<file path="config.mk">
export PLATFORM = sky130hd
export DESIGN_NAME = mrc_cntl
export DESIGN_NICKNAME = d
export VERILOG_FILES = /design/src/design/mgr_wu_pkg.sv /design/src/design/mrc_cntl.sv
export SDC_FILE = /design/constraint.sdc
export NUM_CORES = 1
export LEC_CHECK = 0
export ABC_AREA = 1
export BUFFER_PORTS_ARGS = -buffer_cell sky130_fd_sc_hd__buf_2
export CAP_MARGIN = 20
export CORE_MARGIN = 2
export CORE_UTILIZATION = 48
export DETAILED_ROUTE_END_ITERATION = 8
export HOLD_SLACK_MARGIN = 0.08
export PLACE_DENSITY_LB_ADDON = 0.1
export SETUP_SLACK_MARGIN = 0.1
export SYNTH_ARGS = -nofsm -noshare
export SYNTH_HDL_FRONTEND = slang
export SYNTH_SLANG_ARGS = --single-unit
</file>
<file path="constraint.sdc">
create_clock -name clk -period 1.75 [get_ports clk]
set_clock_uncertainty 0.15 [all_clocks]
set_input_delay 0.175 -clock clk [delete_from_list [all_inputs] [get_ports clk]]
set_output_delay 0.175 -clock clk [all_outputs]
set_load 0.03 [all_outputs]
</file>
<file path="src/design/mgr_wu_pkg.sv">
// Work-unit instruction, OOB packet and lane request types for the manager pipeline
`default_nettype none

package mgr_wu_pkg;

  localparam int WU_ADDR_W = 20;                  // Lane read address width
  localparam int WU_LEN_W  = 10;                  // Lane word count width

  // Instruction opcode in the top two bits of every word
  typedef enum logic [1:0] {
    NOP = 2'd0,                                   // Skipped by fetch
    OP  = 2'd1,                                   // PE configuration
    MR  = 2'd2,                                   // Memory read descriptor
    END = 2'd3                                    // Stops the run
  } wu_op_e;

  typedef struct packed {
    logic [7:0] tag;                              // Matches returning data to the WU
    logic [5:0] num_lanes;
    logic [7:0] stop_cmd;                         // Stack operation command
    logic [7:0] simd_cmd;
  } wu_op_fields_t;

  typedef struct packed {
    logic [WU_ADDR_W-1:0] addr;                   // First lane word
    logic [WU_LEN_W-1:0]  len;                    // Lane words, at least one
  } wu_mr_fields_t;

  // Same 30 bits read as OP or MR depending on the opcode
  typedef union packed {
    wu_op_fields_t op;
    wu_mr_fields_t mr;
  } wu_payload_u;

  typedef struct packed {
    wu_op_e      opcode;
    wu_payload_u payload;
  } wu_instr_t;

  typedef wu_op_fields_t oob_pkt_t;               // OOB carries the OP fields as is

  typedef struct packed {
    logic [WU_ADDR_W-1:0] addr;
    logic                 last;                   // Final word of a descriptor
  } lane_req_t;

endpackage

`default_nettype wire

</file>
<file path="src/design/mrc_cntl.sv">
// Memory read controller, expands one descriptor into sequential lane read addresses
`timescale 1ns/1ps
`default_nettype none

module mrc_cntl
  import mgr_wu_pkg::*;
(
  input  logic          clk,
  input  logic          arst_n,
  input  logic          desc_valid,
  output logic          desc_ready,
  input  wu_mr_fields_t desc,
  output logic          lane_valid,
  input  logic          lane_ready,
  output lane_req_t     lane_req
);

  logic [WU_LEN_W-1:0] cnt;               // Words left after the current one
  logic                xfer;
  logic                accept;

  assign xfer = lane_valid && lane_ready;

  // Idle, or handing over the final word this cycle
  assign desc_ready = !lane_valid || (lane_ready && lane_req.last);
  assign accept     = desc_valid && desc_ready;

  // ------------------------------------------------------------------------
  // Lane request stream

  always_ff @(posedge clk or negedge arst_n)
  begin
    if (!arst_n)
      lane_valid <= 1'b0;
    else if (accept)
      lane_valid <= 1'b1;
    else if (xfer && lane_req.last)
      lane_valid <= 1'b0;                 // Descriptor finished
  end

  always_ff @(posedge clk)
  begin
    if (accept)
    begin
      lane_req.addr <= desc.addr;
      lane_req.last <= (desc.len <= 1);   // Single word descriptor
      cnt           <= desc.len - 1'b1;
    end
    else if (xfer)
    begin
      lane_req.addr <= lane_req.addr + 1'b1;
      lane_req.last <= (cnt == 1);
      cnt           <= cnt - 1'b1;
    end
  end

endmodule

`default_nettype wire

</file>
==> flow_metrics.py <==
metrics = {
    "sta": {
        "tns_ns": 0,
        "maxClockFrequency_mhz": 603,
        "worst_pin_slew_ns": 0.263,
        "setup_viol": 0,
        "fin_crit_sh_pct": 94.7,
        "final_hold_viol_count": 0,
        "slew_headroom_pct": 82.5,
        "finalCriticalPeriod_ns": 1.66,
        "finalMaxSlewViolations": 0,
        "rsz0062_at_grt": "yes",
        "whs_ns": 0.0948,
        "fin_ws_ns": 0.0926,
    },
    "logic_synthesis": {
        "ys.flop_type": "edfxtp_1",
        "synth_area_per_cell_um2": 7.52,
        "synth-seq-cells": 32,
        "async_flop_share_pct": 3.13,
        "synth_nets": 331,
        "yosys.area.top_type": "edfxtp_1",
        "netlist_area_mm2": 0.00219,
        "synthTopCellsByArea": "edfxtp_1 42%, nand2_1 17%, nor2_1 6.3%, nand3_1 5.5%, o21ai_0 4.1%",
        "synth_edf_count": 31,
        "ys_warn_count": 0,
        "seq_area_frac_synth_pct": 43.6,
        "synth_most_common_cell": "nand2_1",
        "ys_top_cells_by_count": "98 x nand2_1, 37 x nor2_1, 31 x edfxtp_1",
        "synth_top_area_share_pct": 42.4,
        "syn_inst": 292,
        "ys_types": 31,
    },
    "clock_network": {
        "htreeDepth": 2,
        "clk_latency_ns": 0.30,
        "cts_tree": "yes",
        "cts_sinks": 32,
        "clock-root-buffer": "clkbuf_8",
        "cts-buffers-inserted": 5,
        "clockBufferDepth": 2,
        "clkTransAtPathRegs_ns": 0.07,
    },
    "detailed_routing": {
        "drc": 0,
        "wl_per_cell_um": 13.7,
        "wl_um": 6080,
        "ant_nets": 0,
        "num_vias": 2292,
        "drt_iter0_markers": 181,
        "viasPerCell": 5.15,
        "first_pass_iters": 5,
    },
    "min_path": {
        "hold_class": "primary input to flip-flop",
        "worstHoldStart": "desc[8]",
    },
    "worst_setup_path": {
        "cp_common_cell": "nand2_1",
        "path_delay_family": "simple AND/OR/NAND/NOR gates",
        "crit_start": "lane_req[3]$_DFFE_PP_",
        "critPathRequiredTime_ns": 1.65,
        "path_class": "flip-flop to flip-flop",
        "cp_num_buf_inv": 0,
        "critPathCaptureType": "flip-flop",
        "r2r-start": "lane_req[3]$_DFFE_PP_",
        "cp.arrival_ns": 1.56,
        "startpoint_type": "flip-flop",
        "cp_max_fo": 5,
        "cpMaxStageDelayCell": "edfxtp_1",
        "path_cells": "nand2_1 > nor2_2 > nand2_1 > nor2_2 > nand2_1 > nand2_1 > nand2_1 > nand2_1 > nand2_1",
        "cpPeakStageDelay_ns": 0.49,
    },
    "cells_and_area": {
        "finalNetCount": 431,
        "antennaDiodeCount": 0,
        "fillerInstances": 351,
        "multiInputGateArea_mm2": 0.00122,
        "regArea_um2": 956,
        "drive_above_1_share_pct": 29.5,
        "syn2layout_area_growth_pct": 43.4,
    },
    "power": {
        "irDropWorstVdd_v": 0.000759,
        "p_leak_uw": 0.00142,
        "power_uw": 5220,
        "powerDensity_mw_per_mm2": 1660,
    },
    "placement": {
        "place_congestion": 0.825,
        "dpl.hpwl_um": 3870,
        "portBuffers": 56,
        "dp_slack_ns": 0.0523,
    },
    "global_route": {
        "overflow": 0,
        "met2_usage_pct": 42.3,
        "antenna_found_initial": 0,
        "grt_usage_pct": 22.9,
        "met3_usage_pct": 4.50,
        "grt_pass1_wl_um": 9140,
        "grtUsageMet1_pct": 25.2,
        "grt_max_degree": 32,
        "grt_most_used_layer": "met2",
        "grt_pass1_vias": 2182,
    },
    "die": {
        "placementRows": 24,
        "ioPinCount": 57,
        "die_y_um": 71.6,
        "start_util_pct": 50.1,
        "coreArea_mm2": 0.00438,
        "fp.dieArea_mm2": 0.00513,
        "die_x_um": 71.6,
    },
    "run_status": {
        "status": "completed",
    },
    "run": {
        "maxCapViolations": 0,
    },
}
-- per-stage QoR --
stage | std cells | instance area [um^2] | utilization [%]
floorplan | 292 | 2250 | -
global placement | 402 | 2630 | 60.0
detailed placement | 402 | 2630 | 60.0
CTS | 436 | 2960 | 67.6
global route | 445 | 3150 | 71.8
finish | 445 | 3150 | 71.8
-- layer usage --
metal	wire, um	up-vias
li1	-	1165
met1	2550	1054
met2	3150	60
met3	237	13
met4	139	0
met5	0	-
-- placed cells by master, fill, tap and decap left out, drive strengths merged, types with 4 or more instances in the layout --
| master | synthesis | final |
|---|---|---|
| xnor2 | 4 | 4 |
| nor2 | 39 | 39 |
| xor2 | 8 | 8 |
| o21ai | 21 | 21 |
| edfxtp | 31 | 31 |
| nand3 | 25 | 25 |
| dlygate4sd3 | 0 | 23 |
| ha | 5 | 5 |
| nand2 | 99 | 99 |
| buf | 6 | 75 |
| clkbuf | 0 | 8 |
| a21oi | 7 | 7 |
| inv | 28 | 28 |
| nand4 | 4 | 4 |
-- tightest hold or removal path, stage by stage --
cell and delay [ns]:
buf_2 0.11, nand3_1 0.07, nand3_1 0.08
-- cells by family after synthesis --
family                   share of synthesized area, %
adder cells (fa/ha/maj)                          2.85
flip-flops                                       43.6
XOR/XNOR                                         4.79
AND/OR/NAND/NOR                                  33.8
buffers and inverters                            6.27
multiplexers                                    0.456
AO/OA/AOI/OAI                                    8.32
-- power breakdown --
group,total (uW),internal (uW),switching [uW],leakage [uW]
combinational,2800,1060,1740,0.00106
sequential,1840,1430,412,0.000316
clock,571,277,294,0.0000399
total,5220,2770,2450,0.00142
-- worst paths after layout --
check / endpoint / slack, ns / cells past startpoint
setup reg to reg: lane_req[19]$_DFFE_PP_ / 0.09 / 9
min in group asynchronous: lane_valid$_DFFE_PN0P_ / 0.56 / 3
setup / recovery: lane_req[19]$_DFFE_PP_ / 0.09 / 9
max in group asynchronous: lane_valid$_DFFE_PN0P_ / 0.79 / 3
hold / removal: cnt[8]$_DFFE_PP_ / 0.09 / 3
hold reg to reg: lane_req[20]$_DFFE_PP_ / 0.52 / 4
-- layout make-up --
cell class	count	area share (%)
well taps	52	2.07
repair buffers	99	22.6
clock inverters	1	0.119
inverters	28	3.50
multi-input cells	226	38.9
clock buffers	7	2.43
flip-flops and latches	32	30.4
-- flip-flops by register name, summed over array words and instances, names as in the netlist --
signal and cells:
lane_valid 1, lane_req 21, cnt 10
-- what timing repair did --
action / 4_1_cts / 5_1_grt
hold buffers: 23 / 0
pin swaps: 2 / 5
resized for setup: 1 / 30
cloned: 0 / 1
endpoints found under the hold margin: 22 / 0
setup buffers: 3 / 8
endpoints found under the setup margin: 3 / 48
Note: power is estimated with default switching activity, not from simulation.
