File: config.mk
export PLATFORM = sky130hd
export DESIGN_NAME = mgr_cfg_regs
export DESIGN_NICKNAME = d
export VERILOG_FILES = /design/src/design/mgr_cfg_pkg.sv /design/src/design/mgr_wu_pkg.sv /design/src/design/mgr_cfg_regs.sv
export SDC_FILE = /design/constraint.sdc
export NUM_CORES = 1
export LEC_CHECK = 0
export ABC_AREA = 1
export BUFFER_PORTS_ARGS = -buffer_cell sky130_fd_sc_hd__clkbuf_2
export CAP_MARGIN = 15
export CORE_UTILIZATION = 31
export DETAILED_ROUTE_END_ITERATION = 6
export PLACE_DENSITY = 0.79
export SYNTH_ARGS = -nofsm -noshare
export SYNTH_HDL_FRONTEND = slang
export SYNTH_SLANG_ARGS = --single-unit
export TNS_END_PERCENT = 1
File: constraint.sdc
create_clock -name clk -period 0.95 [get_ports clk]
set_clock_uncertainty 0.05 [all_clocks]
set_input_delay 0.0475 -clock clk [delete_from_list [all_inputs] [get_ports clk]]
set_output_delay 0.0475 -clock clk [all_outputs]
set_load 0.03 [all_outputs]
File: src/design/mgr_cfg_pkg.sv
// Configuration port request type and register map of the work-unit manager
`default_nettype none

package mgr_cfg_pkg;

  localparam int CFG_ADDR_W = 10;
  localparam int CFG_DATA_W = 32;

  // One write per cycle while valid is high
  typedef struct packed {
    logic                  valid;
    logic [CFG_ADDR_W-1:0] addr;
    logic [CFG_DATA_W-1:0] data;
  } cfg_req_t;

  // ------------------------------------------------------------------------
  // Register map

  localparam logic [CFG_ADDR_W-1:0] CFG_CTRL_ADDR  = 10'd0;    // Bit 0 starts a run
  localparam logic [CFG_ADDR_W-1:0] CFG_START_ADDR = 10'd1;    // First instruction index
  localparam logic [CFG_ADDR_W-1:0] CFG_IMEM_BASE  = 10'd512;  // Bit 9 selects WU memory

endpackage

`default_nettype wire

File: src/design/mgr_wu_pkg.sv
// Work-unit instruction, OOB packet and lane request types for the manager pipeline
`default_nettype none

package mgr_wu_pkg;

  localparam int WU_ADDR_W = 20;                  // Lane read address width
  localparam int WU_LEN_W  = 10;                  // Lane word count width

  // Instruction opcode in the top two bits of every word
  typedef enum logic [1:0] {
    NOP = 2'd0,                                   // Skipped by fetch
    OP  = 2'd1,                                   // PE configuration
    MR  = 2'd2,                                   // Memory read descriptor
    END = 2'd3                                    // Stops the run
  } wu_op_e;

  typedef struct packed {
    logic [7:0] tag;                              // Matches returning data to the WU
    logic [5:0] num_lanes;
    logic [7:0] stop_cmd;                         // Stack operation command
    logic [7:0] simd_cmd;
  } wu_op_fields_t;

  typedef struct packed {
    logic [WU_ADDR_W-1:0] addr;                   // First lane word
    logic [WU_LEN_W-1:0]  len;                    // Lane words, at least one
  } wu_mr_fields_t;

  // Same 30 bits read as OP or MR depending on the opcode
  typedef union packed {
    wu_op_fields_t op;
    wu_mr_fields_t mr;
  } wu_payload_u;

  typedef struct packed {
    wu_op_e      opcode;
    wu_payload_u payload;
  } wu_instr_t;

  typedef wu_op_fields_t oob_pkt_t;               // OOB carries the OP fields as is

  typedef struct packed {
    logic [WU_ADDR_W-1:0] addr;
    logic                 last;                   // Final word of a descriptor
  } lane_req_t;

endpackage

`default_nettype wire

File: src/design/mgr_cfg_regs.sv
// Configuration registers of the manager, decoding the cfg port into run control and memory writes
`timescale 1ns/1ps
`default_nettype none

module mgr_cfg_regs
  import mgr_cfg_pkg::*, mgr_wu_pkg::*;
#(
  parameter  int IMEM_DEPTH = 256,
  localparam int IDX_W      = $clog2(IMEM_DEPTH)
)
(
  input  logic             clk,
  input  logic             arst_n,
  input  cfg_req_t         cfg,
  input  logic             done,          // End of fetch
  output logic             busy,
  output logic             go,
  output logic [IDX_W-1:0] start_addr,
  output logic             imem_we,
  output logic [IDX_W-1:0] imem_addr,
  output wu_instr_t        imem_data
);

  logic ctrl_hit;
  logic start_hit;
  logic imem_hit;

  // ------------------------------------------------------------------------
  // Address decode

  assign ctrl_hit  = cfg.valid && (cfg.addr == CFG_CTRL_ADDR);
  assign start_hit = cfg.valid && (cfg.addr == CFG_START_ADDR);
  assign imem_hit  = cfg.valid && (cfg.addr >= CFG_IMEM_BASE);    // Upper half of the map

  // Start only from idle
  assign go = ctrl_hit && cfg.data[0] && !busy;

  // Program writes locked out for the whole run
  assign imem_we   = imem_hit && !busy;
  assign imem_addr = cfg.addr[IDX_W-1:0];     // Entry index below the base bit
  assign imem_data = wu_instr_t'(cfg.data);

  // ------------------------------------------------------------------------
  // Run flag and start address

  always_ff @(posedge clk or negedge arst_n)
  begin
    if (!arst_n)
    begin
      busy       <= 1'b0;
      start_addr <= '0;
    end
    else
    begin
      if (go)
        busy <= 1'b1;
      else if (done)
        busy <= 1'b0;                       // Outputs may still be draining

      // Sampled by fetch only on go
      if (start_hit)
        start_addr <= cfg.data[IDX_W-1:0];
    end
  end

endmodule

`default_nettype wire

==> results of run 1 <==
area by class of cell:
type	instances	area share
timing repair buffer	65	0.454
tap	28	0.0377
inverter	3	0.0121
sequential	9	0.243
multi-input combinational	41	0.225
clock buffer	4	0.0283
registers in the layout (all words and copies together), names as in the netlist:
name / cells
start_addr: 8
busy: 1
critical path: cells and delay by family (launching register included):
kind,cells,cell delay [ns]
flip-flops,1,0.40
AND/OR/NAND/NOR,3,0.20
buffers and inverters,3,0.24
stage by stage:
step	total power [mW]	hold slack, ns	setup TNS [ns]	util	worst slack (ns)
6_report	0.953	0.0450	-0.526	0.416	-0.238
5_1_grt	1.02	0.0450	-0.906	0.416	-0.339
4_1_cts	0.966	0.0452	-0.544	0.412	-0.253
3_5_place_dp	0.626	-0.129	-0.0236	0.341	-0.0236
3_3_place_gp	0.621	-0.141	-0.00927	0.341	-0.00927
2_1_floorplan	0.756	-0.298	-0.142	-	-0.0732
cells in the mapped netlist:
master,n
and3_1,1
nand3_1,8
nor2_8,1
nand2_1,20
nand2_2,2
o21ai_0,1
nand2_4,1
nor2_1,5
inv_1,3
nor2_2,2
dfrtp_1,9
buf_4,41
report_power, final:
group / total (mW) / switching (mW) / leakage (nW) / internal [mW]
registers: 0.391 / 0.00246 / 0.125 / 0.388
clock network: 0.299 / 0.137 / 0.0150 / 0.162
logic: 0.264 / 0.158 / 0.448 / 0.105
total: 0.953 / 0.298 / 0.589 / 0.656
final timing paths:
| check | end | startpoint | slack [ns] | cells after the start |
|---|---|---|---|---|
| max | go | busy$_DFFE_PN0P_ | -0.24 | 6 |
| min | imem_data[25] | cfg[25] | 0.05 | 0 |
| max reg2reg | busy$_DFFE_PN0P_ | busy$_DFFE_PN0P_ | 0.02 | 4 |
| min reg2reg | start_addr[2]$_DFFE_PN0P_ | start_addr[2]$_DFFE_PN0P_ | 0.42 | 2 |
| max in group asynchronous | start_addr[7]$_DFFE_PN0P_ | arst_n | 0.51 | 2 |
| min in group asynchronous | start_addr[4]$_DFFE_PN0P_ | arst_n | 0.13 | 2 |
repair_timing:
| action | 4_1_cts | 5_1_grt |
|---|---|---|
| hold buffers | 10 | 0 |
| hold endpoints to repair | 18 | 0 |
| pin swaps | 2 | 0 |
| endpoints found under the setup margin | 3 | 10 |
| cloned | 0 | 0 |
| setup buffers | 1 | 0 |
| gates resized for setup | 7 | 9 |
per-layer routing:
layer	part of all wire	GRT usage	routed length [um]
met1	0.31	0.124	514
met2	0.52	0.239	855
met3	0.12	0.0685	190
met4	0.055	0.0926	91
met5	0	0	0
cells by family after synthesis:
family                 after synthesis  synth area share
buffers and inverters               44             0.428
and+or+nand+nor                     40             0.263
AOI/OAI and AO/OA                    1           0.00670
DFF                                  9             0.302
==> metrics, run 1 <==
Max Fclk=842 MHz; Starting Density=0.334; VDD IR-drop max=0.754 mV; Yosys cell types=12; critical path endpoint category=primary output; FF+latch area=225 um2; multi-input logic area=209 um2; n_diodes=0; number of max-cap violations=0; vias=627; cell taking the most area after synthesis=buf_4; Routed WL=1650 um; Top Ports=97; Post-route DRC=0; syn_nets=140; CP max FO=2; placed cells=135; vias in the first global route=597; Tightest Pin Transition=0.248 ns; FF+latch count, synth=9; Layout area overhead=24.5%; setup ws final=-0.238 ns; Finished Layout Cells=150; dpl hpwl=1330 um; Synth Instances=94; wire length per cell=11.0 um; clock root buffer master=clkbuf_4; CORE AREA=2230 um2; initial antenna violation count=0; CP max-delay cell=dfrtp_1; fin nets=169; first-pass GRT wire length=2590 um; commonest non-fill, non-tap cell in the layout=clkbuf_2; Slowest Stage Delay on Critical Path=0.40 ns; ranking of synthesized cells by area=buf_4 (41%), dfrtp_1 (30%), nand2_1 (10%); filler cell count=242; initial DRC count=5; placed cell area=761 um2; Vert. Die Dim=51.0 um; Congestion Overflow GR=0; CTS max path bufs=2; status=finished with violations; top cell type's share of synthesized area=0.413; gr usage total=0.138; Rel. slew slack=0.835; Post-Syn Area=746 um2; average cell area after synthesis=7.93 um2; clock latency at the later pin of the worst-skew pair=0.26 ns; Die ar.=2610 um2; htree depth=1; GP Congestion=0.747; RSZ-0062 raised after global routing=yes; TritonCTS clock tree=yes; sequential area share after synthesis=0.302; cts bufs inserted=3; fin. max-slew vios=0; Final setup violation count=3; row count=17; proportion of layout cells with a drive suffix above 1=0.549; largest net degree at the start of global routing=10; startpoint types=flip-flop; Reg clk slew, reported paths=0.07 ns; most frequent cells in the layout=clkbuf_2 (39), nand2_1 (20), dlygate4sd3_1 (10); IO buf count=48; Hold Crit Class=input port to primary output; Final Cycle Share=1.25; fin area=928 um2; failing checks=setup timing; Yosys Warn Count=0; Setup CP Type=flip-flop to primary output; Final Hold Fails=0; Pre-antenna DRT Iters=3; Chip Width=51.0 um; Via density=4.18; Detail Route Antenna Nets=0; CP Cell Sequence=inv_2, nand2_1, nor2_1, nand2_1, inv_2, buf_8; PwrDens=1030 nW/um2; CP Data Required Time=0.85 ns; clk sinks=9; min Tclk post-route=1.19 ns; leakage power=0.589 nW; Worst EP arrival=1.09 ns
Note: power is estimated with default switching activity, not from simulation.
==> inputs of run 2 (changes only) <==
--- a/config.mk
+++ b/config.mk
@@ -6,11 +6,10 @@
 export NUM_CORES = 1
 export LEC_CHECK = 0
 export ABC_AREA = 1
-export BUFFER_PORTS_ARGS = -buffer_cell sky130_fd_sc_hd__clkbuf_2
 export CAP_MARGIN = 15
-export CORE_UTILIZATION = 31
+export CORE_UTILIZATION = 50
 export DETAILED_ROUTE_END_ITERATION = 6
-export PLACE_DENSITY = 0.79
+export DONT_BUFFER_PORTS = 1
 export SYNTH_ARGS = -nofsm -noshare
 export SYNTH_HDL_FRONTEND = slang
 export SYNTH_SLANG_ARGS = --single-unit
==> metrics, run 2 (synthesized netlist as in run 1, its figures left out) <==
leakage power=0.422 nW; n_diodes=0; clock root buffer master=clkbuf_4; startpoint types=flip-flop; wire length per cell=13.7 um; TritonCTS clock tree=yes; placed cells=80; Critical R2R Capture=busy$_DFFE_PN0P_; CP max FO=2; Layout area overhead=-2.18%; final design utilization=0.540; number of max-cap violations=0; Pre-antenna DRT Iters=3; hold path startpoint=cfg[42]; Die ar.=1650 um2; critical path endpoint category=primary output; FF-to-FF path depth=6; Reg clk slew, reported paths=0.06 ns; row count=13; initial antenna violation count=0; Detail Route Antenna Nets=0; Largest register FFs=8; hold depth=4; RSZ-0062 raised after global routing=yes; Regs by FF count=start_addr (8), busy (1); Final Hold Fails=0; Hold Crit Class=input port to flip-flop; CTS max path bufs=2; first-pass GRT wire length=1660 um; worst hold slack=0.0155 ns; dpl hpwl=995 um; CP Cell Sequence=inv_2, nand2_1, nor2_1, nand2_1, inv_2; fin nets=130; end of the worst hold path=busy$_DFFE_PN0P_; clk sinks=9; Congestion Overflow GR=0; gr usage total=0.161; proportion of layout cells with a drive suffix above 1=0.337; Setup CP Type=flip-flop to primary output; Final Cycle Share=1.20; RR Startpoint=busy$_DFFE_PN0P_; PwrDens=1080 nW/um2; Max Fclk=875 MHz; vias=481; Via density=4.91; most frequent cells in the layout=nand2_1 (20), buf_4 (11), dlygate4sd3_1 (10); setup ws final=-0.193 ns; IO buf count=0; Top Ports=97; Tightest Pin Transition=0.419 ns; htree depth=1; fin. max-slew vios=0; Post-route DRC=0; Slowest Stage Delay on Critical Path=0.38 ns; FF-to-FF setup slack=-0.17 ns; Rel. slew slack=0.720; Final setup violation count=4; failing checks=setup timing; Finished Layout Cells=98; min Tclk post-route=1.14 ns; status=finished with violations; GP Congestion=0.570; Worst EP arrival=1.05 ns; vias in the first global route=411; CP max-delay cell=dfrtp_1; commonest non-fill, non-tap cell in the layout=nand2_1; PnR Total Power=0.789 mW; Chip Width=40.6 um; Top reg by flops=start_addr; CORE AREA=1350 um2; filler cell count=132; clock latency at the later pin of the worst-skew pair=0.26 ns; largest net degree at the start of global routing=11; VDD IR-drop max=0.504 mV; Vert. Die Dim=40.6 um; Starting Density=0.552; Routed WL=1340 um; initial DRC count=7; cts bufs inserted=3; CP Data Required Time=0.85 ns
## run 2: critical path: cells and delay by family (launching register included)
family	cells	cell delay (ns)
buffers and inverters	2	0.20
DFF	1	0.38
and+or+nand+nor	3	0.20
## run 2: how the worst max path moves through the flow
stage                                 from  to  cells past startpoint
after floorplan           busy$_DFFE_PN0P_  go                      5
final                     busy$_DFFE_PN0P_  go                      5
after global placement    busy$_DFFE_PN0P_  go                      5
after detailed placement  busy$_DFFE_PN0P_  go                      5
after global routing      busy$_DFFE_PN0P_  go                      5
after CTS                 busy$_DFFE_PN0P_  go                      5
## run 2: repair_timing
item | CTS | global route
buffers inserted | 4 | 0
setup endpoints to repair | 3 | 7
hold buffers | 10 | 0
endpoints found under the hold margin | 18 | 0
pin swaps | 1 | 0
gates resized for setup | 3 | 4
## run 2: power by group
part	internal (mW)	switching (mW)	leakage, nW
registers	0.388	0.00281	0.125
clock network	0.162	0.133	0.0150
logic	0.0524	0.0509	0.282
total	0.603	0.186	0.422
## run 2: through the flow
step           instance area [um2]  TNS [ns]  setup slack, ns
6_report                       729    -0.609           -0.193
5_1_grt                        729    -0.817           -0.279
4_1_cts                        718    -0.627           -0.215
3_5_place_dp                   549         0           0.0582
3_3_place_gp                   549         0           0.0915
2_1_floorplan                  748    -0.142          -0.0732
## run 2: area by class of cell
| type | count | area (um2) | area share |
|---|---|---|---|
| Clock buffer | 4 | 26.3 | 0.0360 |
| Inverter | 3 | 11.3 | 0.0154 |
| Multi-Input combinational cell | 41 | 209 | 0.286 |
| Sequential cell | 9 | 225 | 0.309 |
| Tap cell | 15 | 18.8 | 0.0257 |
| Timing Repair Buffer | 26 | 239 | 0.328 |
## run 2: metal layers
layer  wire (um)  up-vias  track usage  share of wire
li1            -      227            -              -
met1         441      202        0.152           0.33
met4          27        0        0.100          0.020
met5           0        -            0              0
met3         172        8        0.114           0.13
met2         698       44        0.250           0.52
