File: config.mk
export PLATFORM = sky130hd
export DESIGN_NAME = wu_decode
export DESIGN_NICKNAME = d
export VERILOG_FILES = /design/src/design/mgr_wu_pkg.sv /design/src/design/wu_decode.sv
export SDC_FILE = /design/constraint.sdc
export NUM_CORES = 1
export LEC_CHECK = 0
export BUFFER_PORTS_ARGS = -buffer_cell sky130_fd_sc_hd__buf_4
export CORE_MARGIN = 2
export CORE_UTILIZATION = 38
export DETAILED_ROUTE_END_ITERATION = 12
export MAX_ROUTING_LAYER = met4
export PLACE_DENSITY = 0.73
export REMOVE_ABC_BUFFERS = 1
export SLEW_MARGIN = 5
export SYNTH_ARGS = -nofsm -noshare
export SYNTH_HDL_FRONTEND = slang
export SYNTH_SLANG_ARGS = --single-unit
export TNS_END_PERCENT = 100
File: constraint.sdc
create_clock -name clk -period 3.8 [get_ports clk]
set_clock_uncertainty 0.1 [all_clocks]
set_input_delay 0.19 -clock clk [delete_from_list [all_inputs] [get_ports clk]]
set_output_delay 0.19 -clock clk [all_outputs]
set_load 0.05 [all_outputs]
File: src/design/mgr_wu_pkg.sv
// Work-unit instruction, OOB packet and lane request types for the manager pipeline
`default_nettype none

package mgr_wu_pkg;

  localparam int WU_ADDR_W = 20;                  // Lane read address width
  localparam int WU_LEN_W  = 10;                  // Lane word count width

  // Instruction opcode in the top two bits of every word
  typedef enum logic [1:0] {
    NOP = 2'd0,                                   // Skipped by fetch
    OP  = 2'd1,                                   // PE configuration
    MR  = 2'd2,                                   // Memory read descriptor
    END = 2'd3                                    // Stops the run
  } wu_op_e;

  typedef struct packed {
    logic [7:0] tag;                              // Matches returning data to the WU
    logic [5:0] num_lanes;
    logic [7:0] stop_cmd;                         // Stack operation command
    logic [7:0] simd_cmd;
  } wu_op_fields_t;

  typedef struct packed {
    logic [WU_ADDR_W-1:0] addr;                   // First lane word
    logic [WU_LEN_W-1:0]  len;                    // Lane words, at least one
  } wu_mr_fields_t;

  // Same 30 bits read as OP or MR depending on the opcode
  typedef union packed {
    wu_op_fields_t op;
    wu_mr_fields_t mr;
  } wu_payload_u;

  typedef struct packed {
    wu_op_e      opcode;
    wu_payload_u payload;
  } wu_instr_t;

  typedef wu_op_fields_t oob_pkt_t;               // OOB carries the OP fields as is

  typedef struct packed {
    logic [WU_ADDR_W-1:0] addr;
    logic                 last;                   // Final word of a descriptor
  } lane_req_t;

endpackage

`default_nettype wire

File: src/design/wu_decode.sv
// Instruction router, turns OP words into OOB packets and MR words into read descriptors
`timescale 1ns/1ps
`default_nettype none

module wu_decode
  import mgr_wu_pkg::*;
(
  input  logic          clk,
  input  logic          arst_n,
  input  logic          instr_valid,
  output logic          instr_ready,
  input  wu_instr_t     instr,
  output logic          oob_valid,
  input  logic          oob_ready,
  output oob_pkt_t      oob_pkt,
  output logic          desc_valid,
  input  logic          desc_ready,
  output wu_mr_fields_t desc
);

  wu_payload_u payload;
  logic        is_op;
  logic        is_mr;
  logic        oob_free;
  logic        desc_free;
  logic        load_op;
  logic        load_mr;

  assign payload = instr.payload;
  assign is_op   = (instr.opcode == OP);
  assign is_mr   = (instr.opcode == MR);

  // Target register empty or emptying this cycle
  assign oob_free  = !oob_valid || oob_ready;
  assign desc_free = !desc_valid || desc_ready;

  // Only the targeted path can stall, OP may overtake a blocked MR
  assign instr_ready = is_op ? oob_free : (is_mr ? desc_free : 1'b1);

  assign load_op = instr_valid && is_op && oob_free;
  assign load_mr = instr_valid && is_mr && desc_free;

  // ------------------------------------------------------------------------
  // OOB output register

  always_ff @(posedge clk or negedge arst_n)
  begin
    if (!arst_n)
      oob_valid <= 1'b0;
    else if (load_op)
      oob_valid <= 1'b1;
    else if (oob_ready)
      oob_valid <= 1'b0;
  end

  always_ff @(posedge clk)
  begin
    if (load_op)
      oob_pkt <= payload.op;                  // Fields pass unchanged
  end

  // ------------------------------------------------------------------------
  // Read descriptor register

  always_ff @(posedge clk or negedge arst_n)
  begin
    if (!arst_n)
      desc_valid <= 1'b0;
    else if (load_mr)
      desc_valid <= 1'b1;
    else if (desc_ready)
      desc_valid <= 1'b0;
  end

  always_ff @(posedge clk)
  begin
    if (load_mr)
      desc <= payload.mr;                     // Same bits seen as addr and len
  end

endmodule

`default_nettype wire

==> results of run 1 <==
## power by group through the flow
stage	Combinational [mW]	Sequential, mW	Clock, mW
after detailed placement	0.150	0.797	0
after global placement	0.145	0.796	0
final	0.178	0.783	0.453
after floorplan	0.0119	0.864	0
after CTS	0.177	0.783	0.464
after global routing	0.185	0.785	0.492
## timing repair
action | 4_1_cts | 5_1_grt
hold endpoints to repair | 64 | 0
hold buffers | 33 | 0
gates resized for setup | 0 | 0
## cell type report
class                           count  share of cell area (%)
Multi-Input combinational cell      9                    2.46
Timing Repair Buffer              132                    32.9
Tap cell                           67                    2.57
Sequential cell                    62                    56.8
Clock buffer                        9                    3.80
Clock inverter                      7                   0.960
Inverter                            4                   0.461
## stage by stage
step	hold WS, ns	utilization (%)	worst slack (ns)	instances
floorplan	-0.206	-	1.11	75
global placement	-0.128	57.6	2.04	241
detailed placement	-0.125	57.6	1.94	241
CTS	0.0581	67.7	1.94	290
global route	0.106	67.7	1.87	290
finish	0.120	67.7	1.95	290
## cells in the final DEF (no fill, tap or decap), drive strengths merged
master        n
nor3b         1
clkbuf        9
dlygate4sd3  33
nor4bb        1
clkinv        7
inv           4
buf          99
edfxtp       60
dfrtp         2
a21oi         3
nand3b        2
o21ai         2
## layer usage
metal / track usage, % / up-vias / wire (µm) / share of wire [%]
met4: 10.7 / 0 / 102 / 2.2
li1: - / 583 / - / -
met2: 27.8 / 72 / 2290 / 51
met3: 6.69 / 11 / 417 / 9.2
met1: 19.0 / 606 / 1720 / 38
met5: - / - / 0 / 0
## registers in the layout (all words and copies together), names as in the netlist
signal / cells
desc: 30
desc_valid: 1
oob_valid: 1
oob_pkt: 30
## cells by family after synthesis
logic type,Yosys count,share of synthesized area (%)
and+or+nand+nor,4,1.69
buffers and inverters,4,0.780
AOI/OAI and AO/OA,5,1.30
DFF,62,96.2
## worst min-delay path by stage
stage          slack (ns)   start  cells after the start          to
3_5_place_dp        -0.13  arst_n                      1  desc_valid
5_1_grt              0.11  arst_n                      2   oob_valid
3_3_place_gp        -0.13  arst_n                      1   oob_valid
4_1_cts              0.06  arst_n                      2   oob_valid
6_report             0.12  arst_n                      2   oob_valid
2_1_floorplan       -0.21  arst_n                      0  desc_valid
==> out/metrics.cfg, run 1 <==
[floorplanning]
core_um2 = 4820
die-height_um = 75.2
die-area_um2 = 5650
start_util_pct = 39.9
num_rows = 25
die_x_um = 75.2
pin_count = 100

[cts]
clock_path_buffers = 2
cts_root_buffer = clkbuf_8
cts.clk_slew.worst_paths_ns = 0.06
cts_sinks = 62
tritoncts = yes
clock_latency_ns = 0.33
htreeDepth = 3
cts_setup_buffers = 0
cts_buffers = 9

[critical_path]
worst_setup_path_end_kind = flip-flop
rrSetupSlack_ns = 2.05
cpPeakStageDelay_ns = 0.79
rr_worst_depth = 1
cp.depth = 4
crit_chain = dlygate4sd3_1, buf_4, inv_1, a21oi_4
critPathCapture = desc[3]
path_max_fanout = 30
r2r-end = desc[3]
cp-startpoint = desc_ready
cp_slowest_cell = a21oi_4
worstPathRequired_ns = 3.64
path_class = in2reg
rr_startpoint = desc_valid
cp_top_family = compound AO/OA/AOI/OAI gates
critPathBufInv = 3
start_kind = primary input
crit_arrival_ns = 1.69

[route]
ant_nets = 0
drt_iter0_drc = 82
routedWlPerCell_um = 15.6
avgViaCountPerCell = 4.39
first_pass_iters = 4
via_count = 1272
drc = 0
routed_wl_um = 4530

[sta]
tightest_slew_ns = 1.01
fin_crit_ns = 1.85
hold_violations = 0
setup_violations = 0
rsz0062_at_grt = false
setup_tns_ns = 0
maxSlewHeadroom_pct = 32.5
final_min_period_over_clock_period_pct = 48.7
clock.fmax_mhz = 540
slew_viol_final = 0

[power_and_ir_drop]
seq_power_share_pct = 55.4
clockPowerShare_pct = 32.0
power_switching_mw = 0.342
p_int_mw = 1.07
total_power_mw = 1.41
p_comb_share_pct = 12.6
switching_share_pct = 24.2
powerDensity_nw_per_um2 = 434
p_leak_nw = 1.31
peakVddDrop_v = 0.000270

[flow_run]
drv_cap = 0

[synth]
ys.flop_type = edfxtp_1
ys_types = 8
yosysMostFrequentCell = edfxtp_1
yosys-top-cells-area = edfxtp_1 (94%), dfrtp_1 (2.6%), a21oi_1 (0.78%)
yosysTopAreaCellShare_pct = 93.6
ys_async_sr_fraction_pct = 3.23
ys_ff_latch = 62
synth_edf_count = 60
syn_inst = 75
synth.cell_area_um2 = 1920
synth_common_cells = edfxtp_1 (60), inv_1 (4), a21oi_1 (3)
ys_seq_area_share_pct = 96.2
synth.largest_area_cell = edfxtp_1
syn_area_per_cell_um2 = 25.7
ys_warn_count = 0

[outcome]
outcome = complete, no violations

[placement]
place_congestion = 0.764
post_dp_cell_area_um2 = 2770
hpwl_um = 2770
port_buffers = 99

[min_path]
hp-class = in2async

[global_routing]
overflow = 0
track_usage_pct = 17.7
grt_pass1_vias = 1387
antenna_found_initial = 0
grt_pass1_wl_um = 6620
grt_max_degree = 31

[final_layout]
fin_area_um2 = 3260
multi_input_area_um2 = 80.1
num_antenna_cells = 0
nFillCells = 327
num-nets-final = 255
drive_gt1_share_pct = 51.1
area_delta_synth_final_pct = 69.4
seqCellArea_um2 = 1850

No activity file was read; power rests on OpenSTA's default activity.
==> run 2: changes to the inputs <==
--- a/config.mk
+++ b/config.mk
@@ -10,7 +10,7 @@
 export CORE_UTILIZATION = 38
 export DETAILED_ROUTE_END_ITERATION = 12
 export MAX_ROUTING_LAYER = met4
-export PLACE_DENSITY = 0.73
+export PLACE_DENSITY = 0.76
 export REMOVE_ABC_BUFFERS = 1
 export SLEW_MARGIN = 5
 export SYNTH_ARGS = -nofsm -noshare
==> constraint.sdc (replaced) <==
create_clock -name clk -period 1.7 [get_ports clk]
set_clock_uncertainty 0.1 [all_clocks]
set_input_delay 0.085 -clock clk [delete_from_list [all_inputs] [get_ports clk]]
set_output_delay 0.085 -clock clk [all_outputs]
set_load 0.05 [all_outputs]
==> out/metrics.cfg, run 2 (synthesized netlist as in run 1, its figures left out) <==
[outcome]
outcome = complete, no violations  ; unchanged

[floorplanning]
die-area_um2 = 5650  ; unchanged
num_rows = 25  ; unchanged
start_util_pct = 39.9  ; unchanged
pin_count = 100  ; unchanged
die-height_um = 75.2  ; unchanged
core_um2 = 4820  ; unchanged
die_x_um = 75.2  ; unchanged

[power_and_ir_drop]
p_leak_nw = 1.31  ; about the same
switching_share_pct = 25.6  ; was 24.2%
clockPowerShare_pct = 33.7  ; was 32.0%
powerDensity_nw_per_um2 = 980  ; was 434 nW/µm²
p_comb_share_pct = 12.6  ; about the same
power_switching_mw = 0.835  ; was 0.342 mW
seq_power_share_pct = 53.6  ; was 55.4%
total_power_mw = 3.26  ; was 1.41 mW
p_int_mw = 2.43  ; was 1.07 mW
peakVddDrop_v = 0.000695  ; was 0.000270 V

[global_routing]
antenna_found_initial = 0  ; unchanged
grt_pass1_wl_um = 7130  ; was 6620 µm
track_usage_pct = 19.1  ; was 17.7%
overflow = 0  ; unchanged
grt_pass1_vias = 1410  ; was 1,387
grt_max_degree = 31  ; unchanged

[final_layout]
area_delta_synth_final_pct = 73.0  ; was 69.4%
num_antenna_cells = 0  ; unchanged
instances_no_fill = 293  ; was 290
fin_area_um2 = 3330  ; was 3260 µm²
final_cell_mix = buf_4 (99), edfxtp_1 (60), dlygate4sd3_1 (34), clkbuf_8 (9), clkinvlp_4 (5)  ; was buf_4 (99), edfxtp_1 (60), dlygate4sd3_1 (33), clkbuf_8 (9)
post-route-util_pct = 69.1  ; was 67.7%
drive_gt1_share_pct = 52.2  ; was 51.1%
largestRegisters = desc x30, oob_pkt x30  ; unchanged
final_common_cell = buf_4  ; unchanged
num-nets-final = 258  ; was 255

[route]
avgViaCountPerCell = 4.46  ; was 4.39
ant_nets = 0  ; unchanged
drt_iter0_drc = 77  ; was 82
routed_wl_um = 4950  ; was 4530 µm
via_count = 1307  ; was 1,272
first_pass_iters = 4  ; unchanged
routedWlPerCell_um = 16.9  ; was 15.6 µm
drc = 0  ; unchanged

[cts]
htreeDepth = 3  ; unchanged
cts_root_buffer = clkbuf_8  ; unchanged
cts_sinks = 62  ; unchanged
tritoncts = yes  ; unchanged
cts.clk_slew.worst_paths_ns = 0.07  ; was 0.06 ns
cts_buffers = 9  ; unchanged
clock_path_buffers = 2  ; unchanged
clock_latency_ns = 0.32  ; was 0.33 ns

[sta]
clock.fmax_mhz = 629
hold_violations = 0  ; unchanged
final_min_period_over_clock_period_pct = 93.5
slew_viol_final = 0  ; unchanged
fin_crit_ns = 1.59
rsz0062_at_grt = false  ; unchanged
maxSlewHeadroom_pct = 82.5  ; was 32.5%
setup_violations = 0  ; unchanged
tightest_slew_ns = 0.259  ; was 1.01 ns
hold_slack_ns = 0.0430  ; was 0.120 ns

[flow_run]
drv_cap = 0  ; unchanged

[placement]
post_dp_cell_area_um2 = 2810  ; was 2770 µm²
hpwl_um = 3040  ; was 2770 µm
port_buffers = 99  ; unchanged
dpl.cell_count = 243  ; was 241
place_congestion = 0.828  ; was 0.764

[critical_path]
path_class = reg2out  ; was in2reg
crit_chain = nor4bb_1, a21oi_1, buf_4  ; was dlygate4sd3_1, buf_4, inv_1, a21oi_4
crit_arrival_ns = 1.40  ; was 1.69 ns
path_max_fanout = 4  ; was 30
cpPeakStageDelay_ns = 0.48  ; was 0.79 ns
worst_setup_path_end_kind = output port  ; was flip-flop
start_kind = flip-flop  ; was primary input
critPathBufInv = 1  ; was 3
cp_slowest_cell = dfrtp_1  ; was a21oi_4
rrSetupSlack_ns = 0.40  ; was 2.05 ns
worstPathRequired_ns = 1.51  ; was 3.64 ns
cp_top_family = flip-flops  ; was compound AO/OA/AOI/OAI gates

[min_path]
hp-class = in2reg  ; was in2async

==> run 2: cell count changes in the layout (fill, tap and decap cells not counted) <==
cell and delta:
clkinv_2 -4, dlygate4sd3_1 +1, clkinvlp_4 +5, clkinv_1 -2
inv_6 +1, buf_12 +2
==> run 2: repair_timing <==
item	in CTS	in global routing
hold buffers	34	0
hold endpoints to repair	64	0
resized for setup	0	0
setup endpoints to repair	0	0
setup buffers	0	0
==> run 2: path summary, 6_finish.rpt <==
path	from	depth (start not counted)	endpoint
worst max-delay path	desc_valid	3	instr_ready
max in group asynchronous	arst_n	3	desc_valid
worst min register to register	oob_valid	2	oob_valid
worst max register to register	desc_valid	2	desc[10]
worst min-delay path	instr_valid	3	oob_valid
min in group asynchronous	arst_n	3	oob_valid
==> run 2: layer usage <==
metal	vias to the layer above	share of wire, %	GRT usage [%]
met2	82	53	31.9
met1	627	36	19.3
li1	592	-	-
met5	-	0	-
met4	0	1.0	6.43
met3	6	10	9.77
==> run 2: area by class of cell <==
class	instances	area, µm²
clock inverters	7	50.0
flip-flops and latches	62	1850
well taps	67	83.8
clock buffers	9	124
repair buffers	135	1120
multi-input cells	9	80.1
inverters	4	15.0
fillers	315	1490
==> run 2: per-stage QoR <==
step / setup TNS [ns] / setup WS, ns
2_1_floorplan: -59.45 / -0.990
3_3_place_gp: 0 / 0.493
3_5_place_dp: 0 / 0.425
4_1_cts: 0 / 0.0792
5_1_grt: 0 / 0.0141
6_report: 0 / 0.110
==> run 2: worst register-to-register path: stages, from the launching register on <==
cell and delay [ns]:
dfrtp_1 0.46, a21oi_4 0.20, buf_12 0.22
==> run 2: power by group through the flow <==
stage               sequential, mW  combinational (mW)  clock [mW]
floorplan                     1.93              0.0267           0
global placement              1.78               0.334           0
detailed placement            1.78               0.346           0
CTS                           1.75               0.410        1.12
global route                  1.75               0.429        1.19
finish                        1.75               0.412        1.10
==> run 3: changes to the inputs <==
--- a/config.mk
+++ b/config.mk
@@ -9,8 +9,9 @@
 export CORE_MARGIN = 2
 export CORE_UTILIZATION = 38
 export DETAILED_ROUTE_END_ITERATION = 12
+export GPL_TIMING_DRIVEN = 0
 export MAX_ROUTING_LAYER = met4
-export PLACE_DENSITY = 0.76
+export PLACE_DENSITY = 0.73
 export REMOVE_ABC_BUFFERS = 1
 export SLEW_MARGIN = 5
 export SYNTH_ARGS = -nofsm -noshare
==> constraint.sdc (replaced) <==
create_clock -name clk -period 2 [get_ports clk]
set_clock_uncertainty 0.1 [all_clocks]
set_input_delay 0.1 -clock clk [delete_from_list [all_inputs] [get_ports clk]]
set_output_delay 0.1 -clock clk [all_outputs]
set_load 0.05 [all_outputs]
==> out/metrics.cfg, run 3 (synthesized netlist as in run 1, its figures left out) <==
[flow_run]
drv_cap = 0  ; unchanged

[floorplanning]
core_um2 = 4820  ; unchanged
start_util_pct = 39.9  ; unchanged
die-height_um = 75.2  ; unchanged
pin_count = 100  ; unchanged
die_x_um = 75.2  ; unchanged
die-area_um2 = 5650  ; unchanged
num_rows = 25  ; unchanged

[placement]
hpwl_um = 2900  ; was 3040 µm
dpl.cell_count = 243  ; unchanged
dp_slack_ns = 0.427  ; was 0.425 ns
post_dp_cell_area_um2 = 2830  ; was 2810 µm²
place_congestion = 0.734  ; was 0.828
port_buffers = 99  ; unchanged

[final_layout]
num-nets-final = 258  ; unchanged
post-route-util_pct = 70.2  ; was 69.1%
instances_no_fill = 293  ; unchanged
num_antenna_cells = 0  ; unchanged
final_cell_mix = buf_4 (99), edfxtp_1 (60), dlygate4sd3_1 (34), clkbuf_8 (9), inv_1 (4)  ; was buf_4 (99), edfxtp_1 (60), dlygate4sd3_1 (34), clkbuf_8 (9), clkinvlp_4 (5)
area_delta_synth_final_pct = 75.7  ; was 73.0%
largestRegisters = desc x30, oob_pkt x30  ; unchanged
final_common_cell = buf_4  ; unchanged
drive_gt1_share_pct = 52.2  ; unchanged
fin_area_um2 = 3380  ; was 3330 µm²

[global_routing]
grt_max_degree = 20  ; was 31
overflow = 0  ; unchanged
track_usage_pct = 18.3  ; was 19.1%
antenna_found_initial = 0  ; unchanged
grt_pass1_wl_um = 6800  ; was 7130 µm
grt_pass1_vias = 1349  ; was 1,410

[cts]
cts_setup_buffers = 0  ; unchanged
clock_path_buffers = 2  ; unchanged
clock_latency_ns = 0.33  ; was 0.32 ns
tritoncts = yes  ; unchanged
htreeDepth = 3  ; unchanged
cts.clk_slew.worst_paths_ns = 0.07  ; about the same
cts_root_buffer = clkbuf_8  ; unchanged
cts_buffers = 9  ; unchanged
cts_sinks = 62  ; unchanged

[min_path]
hp-class = in2reg  ; unchanged
hold_depth = 3  ; unchanged

[sta]
fin_crit_ns = 1.73
hold_slack_ns = 0.0397  ; was 0.0430 ns
tightest_slew_ns = 0.534  ; was 0.259 ns
final_min_period_over_clock_period_pct = 86.5
setup_violations = 0  ; unchanged
hold_violations = 0  ; unchanged
slew_viol_final = 0  ; unchanged
clock.fmax_mhz = 578
rsz0062_at_grt = false  ; unchanged
timing.final.ws_setup_ns = 0.271  ; was 0.110 ns
maxSlewHeadroom_pct = 64.3  ; was 82.5%
setup_tns_ns = 0  ; unchanged

[route]
avgViaCountPerCell = 4.44  ; was 4.46
drt_iter0_drc = 64  ; was 77
routedWlPerCell_um = 16.4  ; was 16.9 µm
ant_nets = 0  ; unchanged
via_count = 1300  ; was 1,307
drc = 0  ; unchanged
first_pass_iters = 4  ; unchanged
routed_wl_um = 4810  ; was 4950 µm

[power_and_ir_drop]
p_leak_nw = 1.35  ; was 1.31 nW
powerDensity_nw_per_um2 = 890  ; was 980 nW/µm²
total_power_mw = 3.01  ; was 3.26 mW
peakVddDrop_v = 0.000856  ; was 0.000695 V

[critical_path]
path_max_fanout = 4  ; unchanged
path_class = reg2out  ; unchanged
rr_worst_depth = 2  ; unchanged
start_kind = flip-flop  ; unchanged
worst_setup_path_end_kind = output port  ; unchanged
crit_arrival_ns = 1.53  ; was 1.40 ns
worstPathRequired_ns = 1.80  ; was 1.51 ns

[outcome]
outcome = complete, no violations  ; unchanged

run 3: final cells by class:
type,count,area [µm²]
fill,311,1440
inverter,4,15.0
clock buffer,9,124
tap,67,83.8
timing repair buffer,135,1140
sequential,62,1850
multi-input combinational,9,80.1
clock inverter,7,88.8
run 3: layer usage:
layer / vias to the layer above / wire length (µm) / global-route usage [%]
met5: - / 0 / -
met1: 632 / 1930 / 19.7
met4: 0 / 57 / 9.36
li1: 589 / - / -
met3: 4 / 374 / 6.16
met2: 75 / 2450 / 30.0
run 3: worst paths after layout:
check                             from          end  slack, ns
max                         desc_valid  instr_ready       0.27
min                        instr_valid    oob_valid       0.04
max reg2reg                 desc_valid     desc[28]       0.42
min reg2reg                  oob_valid    oob_valid       0.54
max in group asynchronous       arst_n    oob_valid       1.13
min in group asynchronous       arst_n   desc_valid       0.53
run 3: timing repair:
| item | CTS | global route |
|---|---|---|
| resized for setup | 0 | 0 |
| hold buffers | 34 | 0 |
| endpoints found under the hold margin | 64 | 0 |
run 3: worst max-delay path, cell delays in order, from the launching register on:
cell      delay, ns
dfrtp_1        0.47
nor4bb_1       0.42
a21oi_1        0.10
buf_4          0.21
run 3: where the power goes:
group / switching [mW] / internal, mW
registers: 0.0162 / 1.47
clock network: 0.479 / 0.692
logic: 0.205 / 0.147
